<file path="src/ac97_macros.svh">
////////////////////////////////////////////////////////////
// AC-link frame, slot, sync and tone constants
// Codec init register values
////////////////////////////////////////////////////////////

`ifndef AC97_MACROS_SVH
`define AC97_MACROS_SVH

// Frame layout
`define AC97_FRAME_BITS 256
`define AC97_SLOT_BITS 20
`define AC97_TAG_BITS 16

// Sync high from bit 255 through bit 14
`define AC97_SYNC_BITS 16

// Square tone, full period is two halves
`define AC97_TONE_HALF_FRAMES 8
`define AC97_TONE_HIGH 20'h7FFFF
`define AC97_TONE_LOW 20'h80000

// Codec init write data
`define AC97_MASTER_VOL 16'h0000  // Unmuted, full volume
`define AC97_PCM_VOL 16'h0808     // Unmuted, 0 dB gain

`endif
</file>
<file path="src/ac97_codec_pkg.sv">
////////////////////////////////////////////////////////////
// Codec register command types and init sequence states
////////////////////////////////////////////////////////////

package ac97_codec_pkg;

   typedef logic [6:0] reg_addr_t;

   // Codec registers used by the init sequence
   localparam reg_addr_t REG_RESET      = 7'h00;
   localparam reg_addr_t REG_MASTER_VOL = 7'h02;
   localparam reg_addr_t REG_PCM_VOL    = 7'h18;
   localparam reg_addr_t REG_POWER      = 7'h26;  // Power down control / status
   localparam reg_addr_t REG_VID0       = 7'h7C;
   localparam reg_addr_t REG_VID1       = 7'h7E;

   // Three writes once, then a three-entry read loop
   typedef enum logic [2:0] {
      INIT_RESET,
      INIT_MASTER_VOL,
      INIT_PCM_VOL,
      POLL_POWER,
      POLL_VID0,
      POLL_VID1
   } init_state_t;

   // Command slot 1 out, status slot 1 in
   typedef struct packed {
      logic        read;      // 1 = read, 0 = write
      reg_addr_t   addr;
      logic [11:0] reserved;
   } cmd_slot_t;

endpackage

</file>
<file path="src/ac97_frame_pkg.sv">
////////////////////////////////////////////////////////////
// AC-link frame layout types: slot word, bit index, tag
////////////////////////////////////////////////////////////

`include "ac97_macros.svh"

package ac97_frame_pkg;

   // One 20-bit slot word, MSB sent first
   typedef logic [`AC97_SLOT_BITS-1:0] slot_t;

   // Position of the current bit in a frame
   typedef logic [7:0] bit_idx_t;

   // Whole frame, index 0 is the first bit on the wire
   typedef logic [0:`AC97_FRAME_BITS-1] frame_t;

   // Tag slot
   typedef struct packed {
      logic        frame_ready;  // Frame valid out, codec ready in
      logic [1:12] slot_valid;   // Slot 1 flag is the MSB
      logic [2:0]  zero_bits;
   } tag_t;

endpackage

</file>
<file path="src/ac97_slot_if.sv">
////////////////////////////////////////////////////////////
// Outgoing slot words and frame strobe
////////////////////////////////////////////////////////////

`timescale 1ns/1ps

interface ac97_slot_if
   import ac97_frame_pkg::*;
();

   logic  frame_strobe;  // High while bit 255 is on the wire
   slot_t cmd_addr;      // Slot 1
   logic  cmd_valid;
   slot_t cmd_data;      // Slot 2
   logic  data_valid;
   slot_t pcm_left;      // Slot 3
   slot_t pcm_right;     // Slot 4
   logic  pcm_valid;

   modport link (output frame_strobe,
                 input  cmd_addr, cmd_valid, cmd_data, data_valid,
                 input  pcm_left, pcm_right, pcm_valid);

   modport cmd (input  frame_strobe,
                output cmd_addr, cmd_valid, cmd_data, data_valid);

   modport pcm (input  frame_strobe,
                output pcm_left, pcm_right, pcm_valid);

endinterface

</file>
<file path="src/ac97_top.sv">
////////////////////////////////////////////////////////////
// AC'97 controller top: link, init sequencer, test tone
////////////////////////////////////////////////////////////

`timescale 1ns/1ps

module ac97_top (
   input  logic        ac97_bitclk,
   input  logic        rst,
   input  logic        ac97_sdata_in,
   output logic        ac97_sdata_out,
   output logic        ac97_sync,
   output logic        ac97_reset_b,
   output logic        codec_ready,
   output logic        status_valid,
   output logic [6:0]  status_addr,
   output logic [15:0] status_data
);

   logic [7:0] bit_idx;  // Shared frame position

   ac97_slot_if slots ();

   ac97_frame_serializer i_serializer (
      .ac97_bitclk    (ac97_bitclk),
      .rst            (rst),
      .ac97_sdata_out (ac97_sdata_out),
      .ac97_sync      (ac97_sync),
      .ac97_reset_b   (ac97_reset_b),
      .bit_idx        (bit_idx),
      .slots          (slots)
   );

   ac97_frame_receiver i_receiver (
      .ac97_bitclk    (ac97_bitclk),
      .rst            (rst),
      .ac97_sdata_in  (ac97_sdata_in),
      .bit_idx        (bit_idx),
      .codec_ready    (codec_ready),
      .status_valid   (status_valid),
      .status_addr    (status_addr),
      .status_data    (status_data)
   );

   ac97_codec_init i_codec_init (
      .ac97_bitclk    (ac97_bitclk),
      .rst            (rst),
      .slots          (slots)
   );

   ac97_square_tone i_square_tone (
      .ac97_bitclk    (ac97_bitclk),
      .rst            (rst),
      .slots          (slots)
   );

endmodule

</file>
<file path="src/ac97_square_tone.sv">
////////////////////////////////////////////////////////////
// Square-wave PCM source for slots 3 and 4
////////////////////////////////////////////////////////////

`timescale 1ns/1ps
`include "ac97_macros.svh"

module ac97_square_tone
   import ac97_frame_pkg::*;
(
   input  logic     ac97_bitclk,
   input  logic     rst,
   ac97_slot_if.pcm slots
);

   // Top counter bit picks the half period
   localparam int HALF_BIT = $clog2(`AC97_TONE_HALF_FRAMES);

   logic [HALF_BIT:0] frame_cnt;
   slot_t             tone_word;

   always_ff @(posedge ac97_bitclk or posedge rst) begin
      if (rst)
         frame_cnt <= '0;
      else if (slots.frame_strobe)
         frame_cnt <= frame_cnt + 1'b1;
   end

   assign tone_word = frame_cnt[HALF_BIT] ? `AC97_TONE_LOW : `AC97_TONE_HIGH;

   assign slots.pcm_left  = tone_word;  // Same word on both channels
   assign slots.pcm_right = tone_word;
   assign slots.pcm_valid = 1'b1;

endmodule

</file>
<file path="src/ac97_codec_init.sv">
////////////////////////////////////////////////////////////
// Codec command sequencer for slots 1 and 2
////////////////////////////////////////////////////////////

`timescale 1ns/1ps
`include "ac97_macros.svh"

module ac97_codec_init
   import ac97_codec_pkg::*;
(
   input  logic     ac97_bitclk,
   input  logic     rst,
   ac97_slot_if.cmd slots
);

   init_state_t state;
   init_state_t state_next;
   cmd_slot_t   cmd;
   logic [15:0] wr_data;

   // Advances as the last bit of a frame goes out
   always_ff @(posedge ac97_bitclk or posedge rst) begin
      if (rst)
         state <= INIT_RESET;
      else if (slots.frame_strobe)
         state <= state_next;
   end

   always_comb begin
      cmd        = '0;  // Write, reserved bits zero
      wr_data    = 16'h0000;
      state_next = state;
      case (state)
         INIT_RESET: begin
            cmd.addr   = REG_RESET;
            state_next = INIT_MASTER_VOL;
         end
         INIT_MASTER_VOL: begin
            cmd.addr   = REG_MASTER_VOL;
            wr_data    = `AC97_MASTER_VOL;
            state_next = INIT_PCM_VOL;
         end
         INIT_PCM_VOL: begin
            cmd.addr   = REG_PCM_VOL;
            wr_data    = `AC97_PCM_VOL;
            state_next = POLL_POWER;
         end
         POLL_POWER: begin
            cmd.read   = 1'b1;
            cmd.addr   = REG_POWER;
            state_next = POLL_VID0;
         end
         POLL_VID0: begin
            cmd.read   = 1'b1;
            cmd.addr   = REG_VID0;
            state_next = POLL_VID1;
         end
         POLL_VID1: begin
            cmd.read   = 1'b1;
            cmd.addr   = REG_VID1;
            state_next = POLL_POWER;  // Keep polling
         end
         default: begin
            cmd.addr   = REG_RESET;
            state_next = INIT_RESET;
         end
      endcase
   end

   assign slots.cmd_addr   = cmd;
   assign slots.cmd_valid  = 1'b1;
   assign slots.cmd_data   = {wr_data, 4'h0};
   assign slots.data_valid = 1'b1;

endmodule

</file>
<file path="src/ac97_frame_receiver.sv">
////////////////////////////////////////////////////////////
// AC-link input side: frame capture, tag and status latch
////////////////////////////////////////////////////////////

`timescale 1ns/1ps
`include "ac97_macros.svh"

module ac97_frame_receiver
   import ac97_frame_pkg::*;
   import ac97_codec_pkg::*;
(
   input  logic        ac97_bitclk,
   input  logic        rst,
   input  logic        ac97_sdata_in,
   input  bit_idx_t    bit_idx,
   output logic        codec_ready,
   output logic        status_valid,
   output reg_addr_t   status_addr,
   output logic [15:0] status_data
);

   localparam bit_idx_t LAST_BIT = bit_idx_t'(`AC97_FRAME_BITS - 1);
   localparam int SLOT1_POS = `AC97_TAG_BITS;
   localparam int SLOT2_POS = `AC97_TAG_BITS + `AC97_SLOT_BITS;

   frame_t    in_frame;
   frame_t    full_frame;
   tag_t      in_tag;
   cmd_slot_t in_status;
   slot_t     in_data;

   always_ff @(posedge ac97_bitclk) begin
      in_frame[bit_idx] <= ac97_sdata_in;
   end

   // Last bit taken straight from the pin
   always_comb begin
      full_frame           = in_frame;
      full_frame[LAST_BIT] = ac97_sdata_in;
   end

   assign in_tag    = full_frame[0 +: `AC97_TAG_BITS];
   assign in_status = full_frame[SLOT1_POS +: `AC97_SLOT_BITS];
   assign in_data   = full_frame[SLOT2_POS +: `AC97_SLOT_BITS];

   always_ff @(posedge ac97_bitclk or posedge rst) begin
      if (rst) begin
         codec_ready  <= 1'b0;
         status_valid <= 1'b0;
         status_addr  <= '0;
         status_data  <= '0;
      end else if (bit_idx == LAST_BIT) begin
         codec_ready  <= in_tag.frame_ready;
         status_valid <= in_tag.slot_valid[1] & in_tag.slot_valid[2];
         status_addr  <= in_status.addr;
         status_data  <= in_data[`AC97_SLOT_BITS-1 -: 16];  // Low nibble reserved
      end
   end

endmodule

</file>
<file path="src/ac97_frame_serializer.sv">
////////////////////////////////////////////////////////////
// AC-link output side: bit counter, sync, frame strobe,
// tag assembly, serial data and codec reset release
////////////////////////////////////////////////////////////

`timescale 1ns/1ps
`include "ac97_macros.svh"

module ac97_frame_serializer
   import ac97_frame_pkg::*;
(
   input  logic      ac97_bitclk,
   input  logic      rst,
   output logic      ac97_sdata_out,
   output logic      ac97_sync,
   output logic      ac97_reset_b,
   output bit_idx_t  bit_idx,
   ac97_slot_if.link slots
);

   // Slots 5 to 12 carry nothing
   localparam int PAD_BITS = `AC97_FRAME_BITS - `AC97_TAG_BITS - 4 * `AC97_SLOT_BITS;
   localparam bit_idx_t LAST_BIT = bit_idx_t'(`AC97_FRAME_BITS - 1);
   localparam bit_idx_t SYNC_END = bit_idx_t'(`AC97_SYNC_BITS - 1);

   tag_t   tag;
   frame_t out_frame;

   always_ff @(posedge ac97_bitclk or posedge rst) begin
      if (rst) begin
         bit_idx      <= '0;
         ac97_reset_b <= 1'b0;
      end else begin
         bit_idx      <= bit_idx + 1'b1;  // Wraps 255 to 0
         ac97_reset_b <= 1'b1;            // Codec leaves reset on first edge
      end
   end

   always_comb begin
      tag               = '0;
      tag.frame_ready   = 1'b1;
      tag.slot_valid[1] = slots.cmd_valid;
      tag.slot_valid[2] = slots.data_valid;
      tag.slot_valid[3] = slots.pcm_valid;
      tag.slot_valid[4] = slots.pcm_valid;
   end

   // Tag MSB first, invalid slots forced to zero
   assign out_frame = {tag,
                       slots.cmd_valid  ? slots.cmd_addr  : slot_t'(0),
                       slots.data_valid ? slots.cmd_data  : slot_t'(0),
                       slots.pcm_valid  ? slots.pcm_left  : slot_t'(0),
                       slots.pcm_valid  ? slots.pcm_right : slot_t'(0),
                       {PAD_BITS{1'b0}}};

   assign ac97_sdata_out = out_frame[bit_idx];

   // Rises during the last bit, falls after the last tag bit
   assign ac97_sync = (bit_idx == LAST_BIT) || (bit_idx < SYNC_END);

   assign slots.frame_strobe = (bit_idx == LAST_BIT);

endmodule

</file>
<file path="config.mk">
export PLATFORM = sky130hd
export DESIGN_NAME = ac97_top
export DESIGN_NICKNAME = d
export VERILOG_FILES = /design/src/ac97_codec_pkg.sv /design/src/ac97_frame_pkg.sv /design/src/ac97_slot_if.sv /design/src/ac97_top.sv /design/src/ac97_square_tone.sv /design/src/ac97_codec_init.sv /design/src/ac97_frame_receiver.sv /design/src/ac97_frame_serializer.sv
export VERILOG_INCLUDE_DIRS = /design/src /design/src/src
export SDC_FILE = /design/constraint.sdc
export NUM_CORES = 1
export LEC_CHECK = 0
export ABC_AREA = 1
export BUFFER_PORTS_ARGS = -buffer_cell sky130_fd_sc_hd__buf_2
export CORE_MARGIN = 2
export CORE_UTILIZATION = 50
export CTS_BUF_LIST = sky130_fd_sc_hd__clkbuf_8 sky130_fd_sc_hd__clkbuf_16
export CTS_CLUSTER_SIZE = 24
export DETAILED_ROUTE_END_ITERATION = 16
export GPL_TIMING_DRIVEN = 1
export PLACE_DENSITY = 0.7
export SLEW_MARGIN = 20
export SYNTH_ARGS = -nofsm -noshare
export SYNTH_HDL_FRONTEND = slang
export SYNTH_SLANG_ARGS = --single-unit
</file>
<file path="constraint.sdc">
create_clock -name ac97_bitclk -period 2.2 [get_ports ac97_bitclk]
set_clock_uncertainty 0.15 [all_clocks]
set_input_delay 0.22 -clock ac97_bitclk [delete_from_list [all_inputs] [get_ports ac97_bitclk]]
set_output_delay 0.22 -clock ac97_bitclk [all_outputs]
set_load 0.05 [all_outputs]
</file>
Yosys cells after proc, flatten, opt, wreduce, memory -nomap -nowiden
Cells that the tools add are included.
{ "word_totals": {"register_bits": 297, "inputBits": 3, "output_inout_bits": 28} }
{ "classes": {"add_sub_neg": 2, "n_lt_le_gt_ge": 3, "eq_ne": 6, "n_mux": 11, "bitwise": 2, "reduce_logical": 5} }
{ "op_table": {"columns": ["operator", "count"], "rows": [
  ["256-bit bitwise mux", 1],
  ["7-bit one-hot mux with 5 select lines", 1],
  ["20-bit 2-to-1 mux", 1],
  ["3-bit one-hot mux with 5 select lines", 1],
  ["12-bit 2-to-1 mux", 1],
  ["9-bit greater-or-equal comparator, second input constant", 1],
  ["9-bit by 1-bit < comparator with 1-bit output, second input constant", 1],
  ["8-bit NOT with 9-bit output", 1],
  ["8-bit by 1-bit adder with 8-bit output, second input constant", 1],
  ["1-bit binary-select mux with 8-bit select", 1],
  ["1-bit demux with 8-bit select", 1],
  ["8-bit equality test, second input constant", 1],
  ["8-bit by 4-bit < comparator with 1-bit output, second input constant", 1],
  ["3-bit by 2-bit equality test with 1-bit output, second input constant", 2],
  ["3-bit equality test, second input constant", 2],
  ["4-bit by 1-bit adder with 4-bit output, second input constant", 1],
  ["1-bit 2-to-1 mux", 4],
  ["3-bit by 1-bit equality test with 1-bit output, second input constant", 1],
  ["3-bit logical NOT", 1],
  ["3-bit OR reduction", 1],
  ["2-bit OR reduction", 1],
  ["1-bit AND", 1],
  ["1-bit logical AND", 1],
  ["1-bit logical OR", 1]
]} }

Longest topological paths before layout
Gate-level depths: netlist of run 1.
{ "logic_depth": {"ltp_word": 6, "depth_mapped": 10} }

Hierarchy
Synthesis of run 1 repeated with hierarchy kept, for this count alone.
{ "unflattened": {"hier_cells": 583, "area_unflattened_um2": 4458.0} }
{ "by_module_without_submodules": {"columns": ["module", "instances", "cells_per_inst", "area_per_inst_um2"], "rows": [
  ["ac97_frame_receiver", 1, 192, 2050.7],
  ["ac97_frame_serializer", 1, 263, 1451.4],
  ["ac97_square_tone", 1, 61, 488.0],
  ["ac97_codec_init", 1, 67, 467.9]
]} }

Worst setup path before layout of run 1
No wires, ideal clock.
{ "synth_path": {"path_type": "register -> output", "start": "register i_serializer.bit_idx[0]", "end": "output port ac97_sync", "t_arrival_ns": 2.042, "required_time_ns": 1.830, "slack_ns": -0.212, "stages_incl_launch_ff": 10, "cell_sequence": "dfrtp_1 -> ha_1 -> inv_1 -> nor2_4 -> nand2_2 -> nor3_4 -> inv_2 -> buf_2 -> buf_6 -> o21ai_0"} }
{ "synth_between": {"elab_chain_len": 2, "elab_cells_between_ends": 3} }
{ "synth_lines": {"columns": ["item", "line", "text"], "rows": [
  ["start: declaration", "ac97_frame_serializer.sv:17", "output bit_idx_t bit_idx,"],
  ["start signal: assignment", "ac97_frame_serializer.sv:34", "bit_idx <= bit_idx + 1'b1;"],
  ["8-bit by 4-bit < comparator with 1-bit output or 8-bit equality test (tied branches)", "ac97_frame_serializer.sv:59", "assign ac97_sync = (bit_idx == LAST_BIT) || (bit_idx < SYNC_END);"],
  ["1-bit logical OR *", "ac97_frame_serializer.sv:59", null],
  ["end: declaration", "ac97_top.sv:12", "output logic ac97_sync,"]
]} }
Every way passes the cells marked *; elsewhere a longest branch is shown, timed or not.

Worst setup path after layout of run 1
{ "layout_path": {"start": "register i_codec_init.state[1]", "end": "output port ac97_sdata_out"} }
{ "layout_between": {"elab_chain_len": 6, "elab_cells_between_ends": 12} }
{ "layout_lines": {"columns": ["item", "line", "text"], "rows": [
  ["start: declaration", "ac97_codec_init.sv:16", "init_state_t state;"],
  ["start signal: assignment", "ac97_codec_init.sv:26", "state <= state_next;"],
  ["3-bit by 2-bit equality test with 1-bit output or 3-bit equality test (tied branches)", "ac97_codec_init.sv:33", "case (state)"],
  ["3-bit OR reduction (no source line)", null, null],
  ["1-bit 2-to-1 mux", "ac97_codec_init.sv:33", null],
  ["1-bit binary-select mux with 8-bit select *", "ac97_frame_serializer.sv:56", "assign ac97_sdata_out = out_frame[bit_idx];"],
  ["1-bit 2-to-1 mux (not written as such) * (2 in a row)", "ac97_frame_serializer.sv:56", null],
  ["end: declaration", "ac97_top.sv:11", "output logic ac97_sdata_out,"]
]} }
Every way passes the cells marked *; elsewhere a longest branch is shown, timed or not. The select of a mux whose other input is x is not followed.

==> reports/results.tsv, run 1 <==
stage	metric	value	unit
outcome	status	complete, but fails checks	
outcome	violations	setup timing	
route	first_pass_iters	5	
cts	htreeDepth	3	
yosys	synth_commonest_cells	nand2_1 (104), dfrtp_1 (41), edfxtp_1 (26)	
global_routing	gr-usage-all-layers	20.3	%
critical_path	crit_top_cell	nand2_1	
final_layout	fin_nets	367	
flow_run	cap_violations	0	
sta	worstMarginPinSlew	0.517	ns
cts	cts_buffers	9	
place	dp.final_hpwl	3.81	mm
cts	clk_pin_slew	0.08	ns
cts	cts_root_buffer	clkbuf_8	
route	dr_total_vias	2153	
route	viasPerCell	4.97	
sta	rsz0062_at_grt	yes	
route	drc	0	
critical_path	cp_max_fo	6	
final_layout	fin_area	3630	sq um
critical_path	endpoint_kind	output port	
cts	cts_tree	done	
global_routing	antenna_found_initial	0	
global_routing	overflow	0	
final_layout	syn2layout_area_growth	24.0	%
critical_path	slowest_delay	0.47	ns
route	ant_nets	0	
floorplanning	initial_core_util	52.5	%
route	routedWlPerCell	13.7	um
critical_path	start_kind	register	
place	portBuffers	30	
yosys	synth-edff-count	26	
floorplanning	dieHeight	80.5	um
sta	slew_headroom	65.5	%
place	routabilityCongestion	0.860	
power	power.density	649	nW/um^2
power	power.leakage	1.73	nW
route	drt-total-wl	5.95	mm
yosys	synthFlopType	dfrtp_1	
critical_path	crit_required	1.83	ns
final_layout	diodes	0	
floorplanning	die_w	80.5	um
global_routing	grt_pass1_wl	9.63	mm
yosys	synth_nets	309	
sta	drv_slew	0	
sta	finalHoldViolCount	0	
yosys	syn_inst	298	
sta	fin_crit_sh	101	%
final_layout	final_core_util	65.1	%
yosys	syn_area	2920	sq um
yosys	syn_avg_cell_area	9.81	sq um
place	dpl-instance-area	3180	sq um
critical_path	cp_slowest_cell	dfrtp_2	
global_routing	grt_max_degree	42	
yosys	synth.distinct_cells	26	
critical_path	crit_chain	buf_4 -> nand2_2 -> nand2_1 -> o21ai_0 -> a21oi_1 -> nand2_1 -> nand2_1 -> a21oi_2 -> buf_6	
floorplanning	core	5570	sq um
power	ir_drop	0.561	mV
cts	numClockSinks	67	
sta	layout_min_cycle_time	2.23	ns
sta	setup_violations	1	
yosys	synth_most_common_cell	nand2_1	
yosys	yosysWarnings	0	
final_layout	drive_gt1_share	29.1	%
yosys	ys_ff_latch	67	
global_routing	grt_pass1_vias	1986	
yosys	async_flop_share	61.2	%
yosys	ys_seq_area_share	61.8	%
floorplanning	num_rows	27	
yosys	synth_top_area_cell	dfrtp_1	
route	detail_route.iter0.violations	146	
critical_path	crit_arrival	1.86	ns
critical_path	critPathKind	register to output port	
cts	clk_latency	0.34	ns
place	post-place-ws	0.127	ns
sta	max_freq	0.448	GHz
hold_path	hold_class	input port to register	
sta	holdWs	0.160	ns
floorplanning	dieArea	6480	sq um
floorplanning	io_pins	31	
yosys	synthTopCellsByArea	dfrtp_1 (35%), edfxtp_1 (27%), nand2_1 (13%)	
yosys	yosys.area.top_type_share	35.1	%
sta	setup_ws	-0.0304	ns
cts	clk_path_buf_depth	2	
## placed cells by master (no fill, tap or decap), types with 2 or more instances in the layout
cell type and count:
xor2_1 7, o21ai_2 2, clkbuf_8 10, buf_2 28, dfrtp_1 35, edfxtp_1 26, clkinv_4 2, nor2_1 13
xnor2_1 2, buf_6 2, nand3_1 15, nand3_2 2, nand2_1 102, nor3_1 23, inv_2 5, a21oi_1 3
buf_4 24, a21oi_2 2, clkinv_2 2, o21ai_0 3, ha_4 2, nand2_2 4, nand4_1 2, ha_1 5
inv_1 14, o211ai_1 2, inv_4 4, nor2_4 2, dfrtp_2 6
## area by class of cell
class,count,area [sq um]
Clock inverter,6,65.1
Tap cell,72,90.1
Clock buffer,10,138
Timing Repair Buffer,55,353
Inverter,24,100
Sequential cell,67,1810
Fill cell,457,1950
Multi-Input combinational cell,199,1070
## state kept, by name (all words and copies together), names as in the netlist
signal                     cells
i_receiver.codec_ready         1
i_square_tone.frame_cnt        4
i_serializer.bit_idx           8
i_receiver.status_addr         7
i_receiver.status_data        16
i_receiver.in_frame           26
i_serializer.ac97_reset_b      1
i_codec_init.state             3
i_receiver.status_valid        1
## power by group
part           total (W)  switching (W)  internal, W
logic          0.0000287      0.0000243   0.00000436
clock network    0.00103       0.000473     0.000553
registers        0.00130    0.000000441      0.00130
total            0.00236       0.000498      0.00186
## per-layer routing
metal | global-route usage (%) | wire length [um] | up-vias
met1 | 26.7 | 2570 | 1005
met5 | 0 | 0 | -
li1 | - | - | 1083
met4 | 6.44 | 86 | 0
met2 | 32.0 | 2970 | 57
met3 | 6.40 | 322 | 8
## path summary, 6_finish.rpt
path,start,end,slack (ns),cells after the start
max,i_codec_init.state[1],ac97_sdata_out,-0.03,9
min,ac97_sdata_in,i_receiver.in_frame[233],0.16,1
max reg2reg,i_serializer.bit_idx[0],i_receiver.status_data[10],0.22,9
min reg2reg,i_receiver.in_frame[218],i_receiver.status_data[14],0.29,2
max in group asynchronous,rst,i_serializer.bit_idx[2],1.11,4
min in group asynchronous,rst,i_receiver.status_data[12],0.40,4
## worst max-delay path, delay by kind of cell, from the launching register on
| family | cells | cell delay, ns |
|---|---|---|
| buffers and inverters | 2 | 0.33 |
| flip-flops | 1 | 0.47 |
| AO/OA/AOI/OAI | 3 | 0.44 |
| AND/OR/NAND/NOR | 4 | 0.26 |
## through the flow
| step | std cells | setup TNS (ns) | power (W) |
|---|---|---|---|
| final | 433 | -0.0304 | 0.00236 |
| after global routing | 433 | -0.152 | 0.00244 |
| after CTS | 427 | -0.00801 | 0.00238 |
| after detailed placement | 399 | 0 | 0.00135 |
| after global placement | 399 | 0 | 0.00135 |
| after floorplan | 298 | 0 | 0.00134 |
## kinds of logic after synthesis
family                     Yosys count  synth area share [%]
other                                1                 0.128
AOI/OAI and AO/OA                   14                  3.08
buffers and inverters               32                  4.58
xor gates and xnor gates             9                  2.70
adders and majority gates            8                  3.42
and+or+nand+nor                    167                  24.3
DFF                                 67                  61.8
## what timing repair did
action	CTS	global route
hold buffers	1	0
pin swaps	2	8
endpoints found under the setup margin	2	2
endpoints found under the hold margin	41	0
gates resized for setup	25	14
buffers inserted	11	6
Note: power is estimated with default switching activity, not from simulation.
==> run 2: changes to the inputs <==
Settings changed: PLACE_DENSITY 0.7 to 0.72.
==> reports/results.tsv, run 2 (same netlist as run 1, synthesis figures left out) <==
stage	metric	value	unit
cts	htreeDepth	3	
final_layout	seqCellArea	1820	sq um
power	switching_share	18.1	%
power	internal_power	0.00217	W
critical_path	ff2ff_path_depth	9	
route	first_pass_iters	4	
global_routing	grt_pass1_vias	2088	
place	portBuffers	30	
global_routing	antenna_found_initial	0	
critical_path	crit_top_cell	a21oi_2	
sta	fin_crit_sh	100	%
power	p_comb_share	1.1	%
floorplanning	dieArea	6480	sq um
final_layout	diodes	0	
sta	slew_headroom	65.9	%
global_routing	grt_pass1_wl	9.85	mm
place	dp.final_hpwl	3.60	mm
floorplanning	initial_core_util	52.5	%
critical_path	reg2reg_to	i_square_tone.frame_cnt[3]	
critical_path	crit_arrival	1.84	ns
floorplanning	io_pins	31	
cts	cts_buffers	9	
place	dpl-instance-area	3180	sq um
cts	clk_latency	0.33	ns
place	dp.cells	397	
flow_run	cap_violations	0	
cts	clk_path_buf_depth	2	
critical_path	endpoint_kind	output port	
outcome	status	complete, but fails checks	
sta	layout_min_cycle_time	2.21	ns
outcome	violations	setup timing	
route	dr_total_vias	2172	
critical_path	cp_max_fo	5	
final_layout	layout_common_cells	nand2_1 (102), dfrtp_1 (34), buf_2 (28), edfxtp_1 (26), nor3_1 (23)	
critical_path	r2r_start	i_serializer.bit_idx[0]	
route	detail_route.iter0.violations	159	
power	p_clk_share	49.8	%
place	routabilityCongestion	0.864	
hold_path	holdPathEnd	i_receiver.in_frame[207]	
critical_path	crit_start	i_serializer.bit_idx[0]	
route	ant_nets	0	
final_layout	multi_input_area	1060	sq um
final_layout	reg.largest.list	i_receiver.in_frame (26), i_receiver.status_data (16), i_serializer.bit_idx (8)	
floorplanning	core	5570	sq um
cts	numClockSinks	67	
route	drc	0	
global_routing	gr-usage-all-layers	20.6	%
hold_path	holdPathStages	1	
sta	drv_slew	0	
critical_path	slowest_delay	0.47	ns
global_routing	grt_max_degree	42	
sta	holdWs	0.178	ns
final_layout	final_core_util	65.8	%
hold_path	min_from	ac97_sdata_in	
global_routing	overflow	0	
critical_path	crit_required	1.83	ns
critical_path	crit_chain	nor2_4 -> nand2_2 -> o21ai_2 -> nand3_2 -> a21oi_2 -> nand2_1 -> a21oi_2 -> buf_6	
power	switchingPower	0.000478	W
hold_path	hold_class	input port to register	
final_layout	final_common_cell	nand2_1	
final_layout	largest_reg_flops	26	
final_layout	syn2layout_area_growth	25.4	%
sta	setup_violations	1	
sta	finalHoldViolCount	0	
floorplanning	dieHeight	80.5	um
route	drt-total-wl	6.01	mm
final_layout	final_cells	429	
power	seq_power_share	49.1	%
critical_path	cp_slowest_cell	dfrtp_2	
sta	worstMarginPinSlew	0.512	ns
sta	max_freq	0.453	GHz
cts	clk_pin_slew	0.07	ns
critical_path	r2r_slack	0.23	ns
final_layout	regMostFlops	i_receiver.in_frame	
power	power.density	722	nW/um^2
cts	cts_root_buffer	clkbuf_8	
critical_path	critPathKind	register to output port	
power	power.leakage	1.74	nW
floorplanning	num_rows	27	
final_layout	fin_nets	363	
sta	setup_ws	-0.00768	ns
sta	rsz0062_at_grt	yes	
final_layout	fill_cells	443	
floorplanning	die_w	80.5	um
route	routedWlPerCell	14.0	um
final_layout	drive_gt1_share	29.1	%
critical_path	start_kind	register	
power	ir_drop	0.364	mV
route	viasPerCell	5.06	
place	post-place-ws	0.118	ns
final_layout	fin_area	3670	sq um
cts	cts_tree	done	
[run 2: changes by cell type in the layout (fill, tap and decap cells not counted), sizes merged]
cell | previous run | this run
bufinv | 1 | 4
clkbuf | 10 | 9
clkinv | 5 | 3
buf | 54 | 50
[run 2: critical path: cells and delay by family (launching register included)]
| kind | cells | cell delay (ns) |
|---|---|---|
| buffers and inverters | 1 | 0.17 |
| flip-flops | 1 | 0.47 |
| AO/OA/AOI/OAI | 3 | 0.45 |
| AND/OR/NAND/NOR | 4 | 0.41 |
[run 2: area by class of cell]
class | instances | area share [%]
Sequential cell | 67 | 49.5
Multi-Input combinational cell | 199 | 29.0
Timing Repair Buffer | 51 | 9.15
Clock inverter | 7 | 3.82
Clock buffer | 9 | 3.38
Inverter | 24 | 2.66
Tap cell | 72 | 2.46
[run 2: worst max-delay path by stage]
stage / slack (ns) / cells after the start / end
3_3_place_gp: 0.16 / 8 / ac97_sync
6_report: -0.008 / 8 / ac97_sdata_out
4_1_cts: 0.002 / 11 / ac97_sdata_out
3_5_place_dp: 0.12 / 8 / ac97_sync
5_1_grt: -0.13 / 8 / ac97_sdata_out
2_1_floorplan: 0.07 / 9 / ac97_sync
[run 2: metal layers]
| metal | global-route usage [%] | share of wire [%] |
|---|---|---|
| met4 | 10.5 | 3.5 |
| met1 | 26.1 | 43 |
| met5 | 0 | 0 |
| met2 | 32.8 | 49 |
| met3 | 5.06 | 3.9 |
[run 2: power by group through the flow]
stage	Combinational [W]	Clock, W	Sequential, W
final	0.0000285	0.00132	0.00130
after global routing	0.0000338	0.00140	0.00130
after floorplan	0.0000112	0	0.00133
after detailed placement	0.0000291	0	0.00133
after global placement	0.0000279	0	0.00133
after CTS	0.0000303	0.00134	0.00130
[run 2: timing repair]
action	CTS	global route
buffers inserted	13	2
setup endpoints to repair	2	2
pin swaps	3	8
gates resized for setup	20	22
hold endpoints to repair	41	0
hold buffers	1	0
[run 2: per-stage QoR]
step	TNS [ns]	power, W
2_1_floorplan	0	0.00134
3_3_place_gp	0	0.00135
3_5_place_dp	0	0.00135
4_1_cts	0	0.00267
5_1_grt	-0.201	0.00273
6_report	-0.00768	0.00265
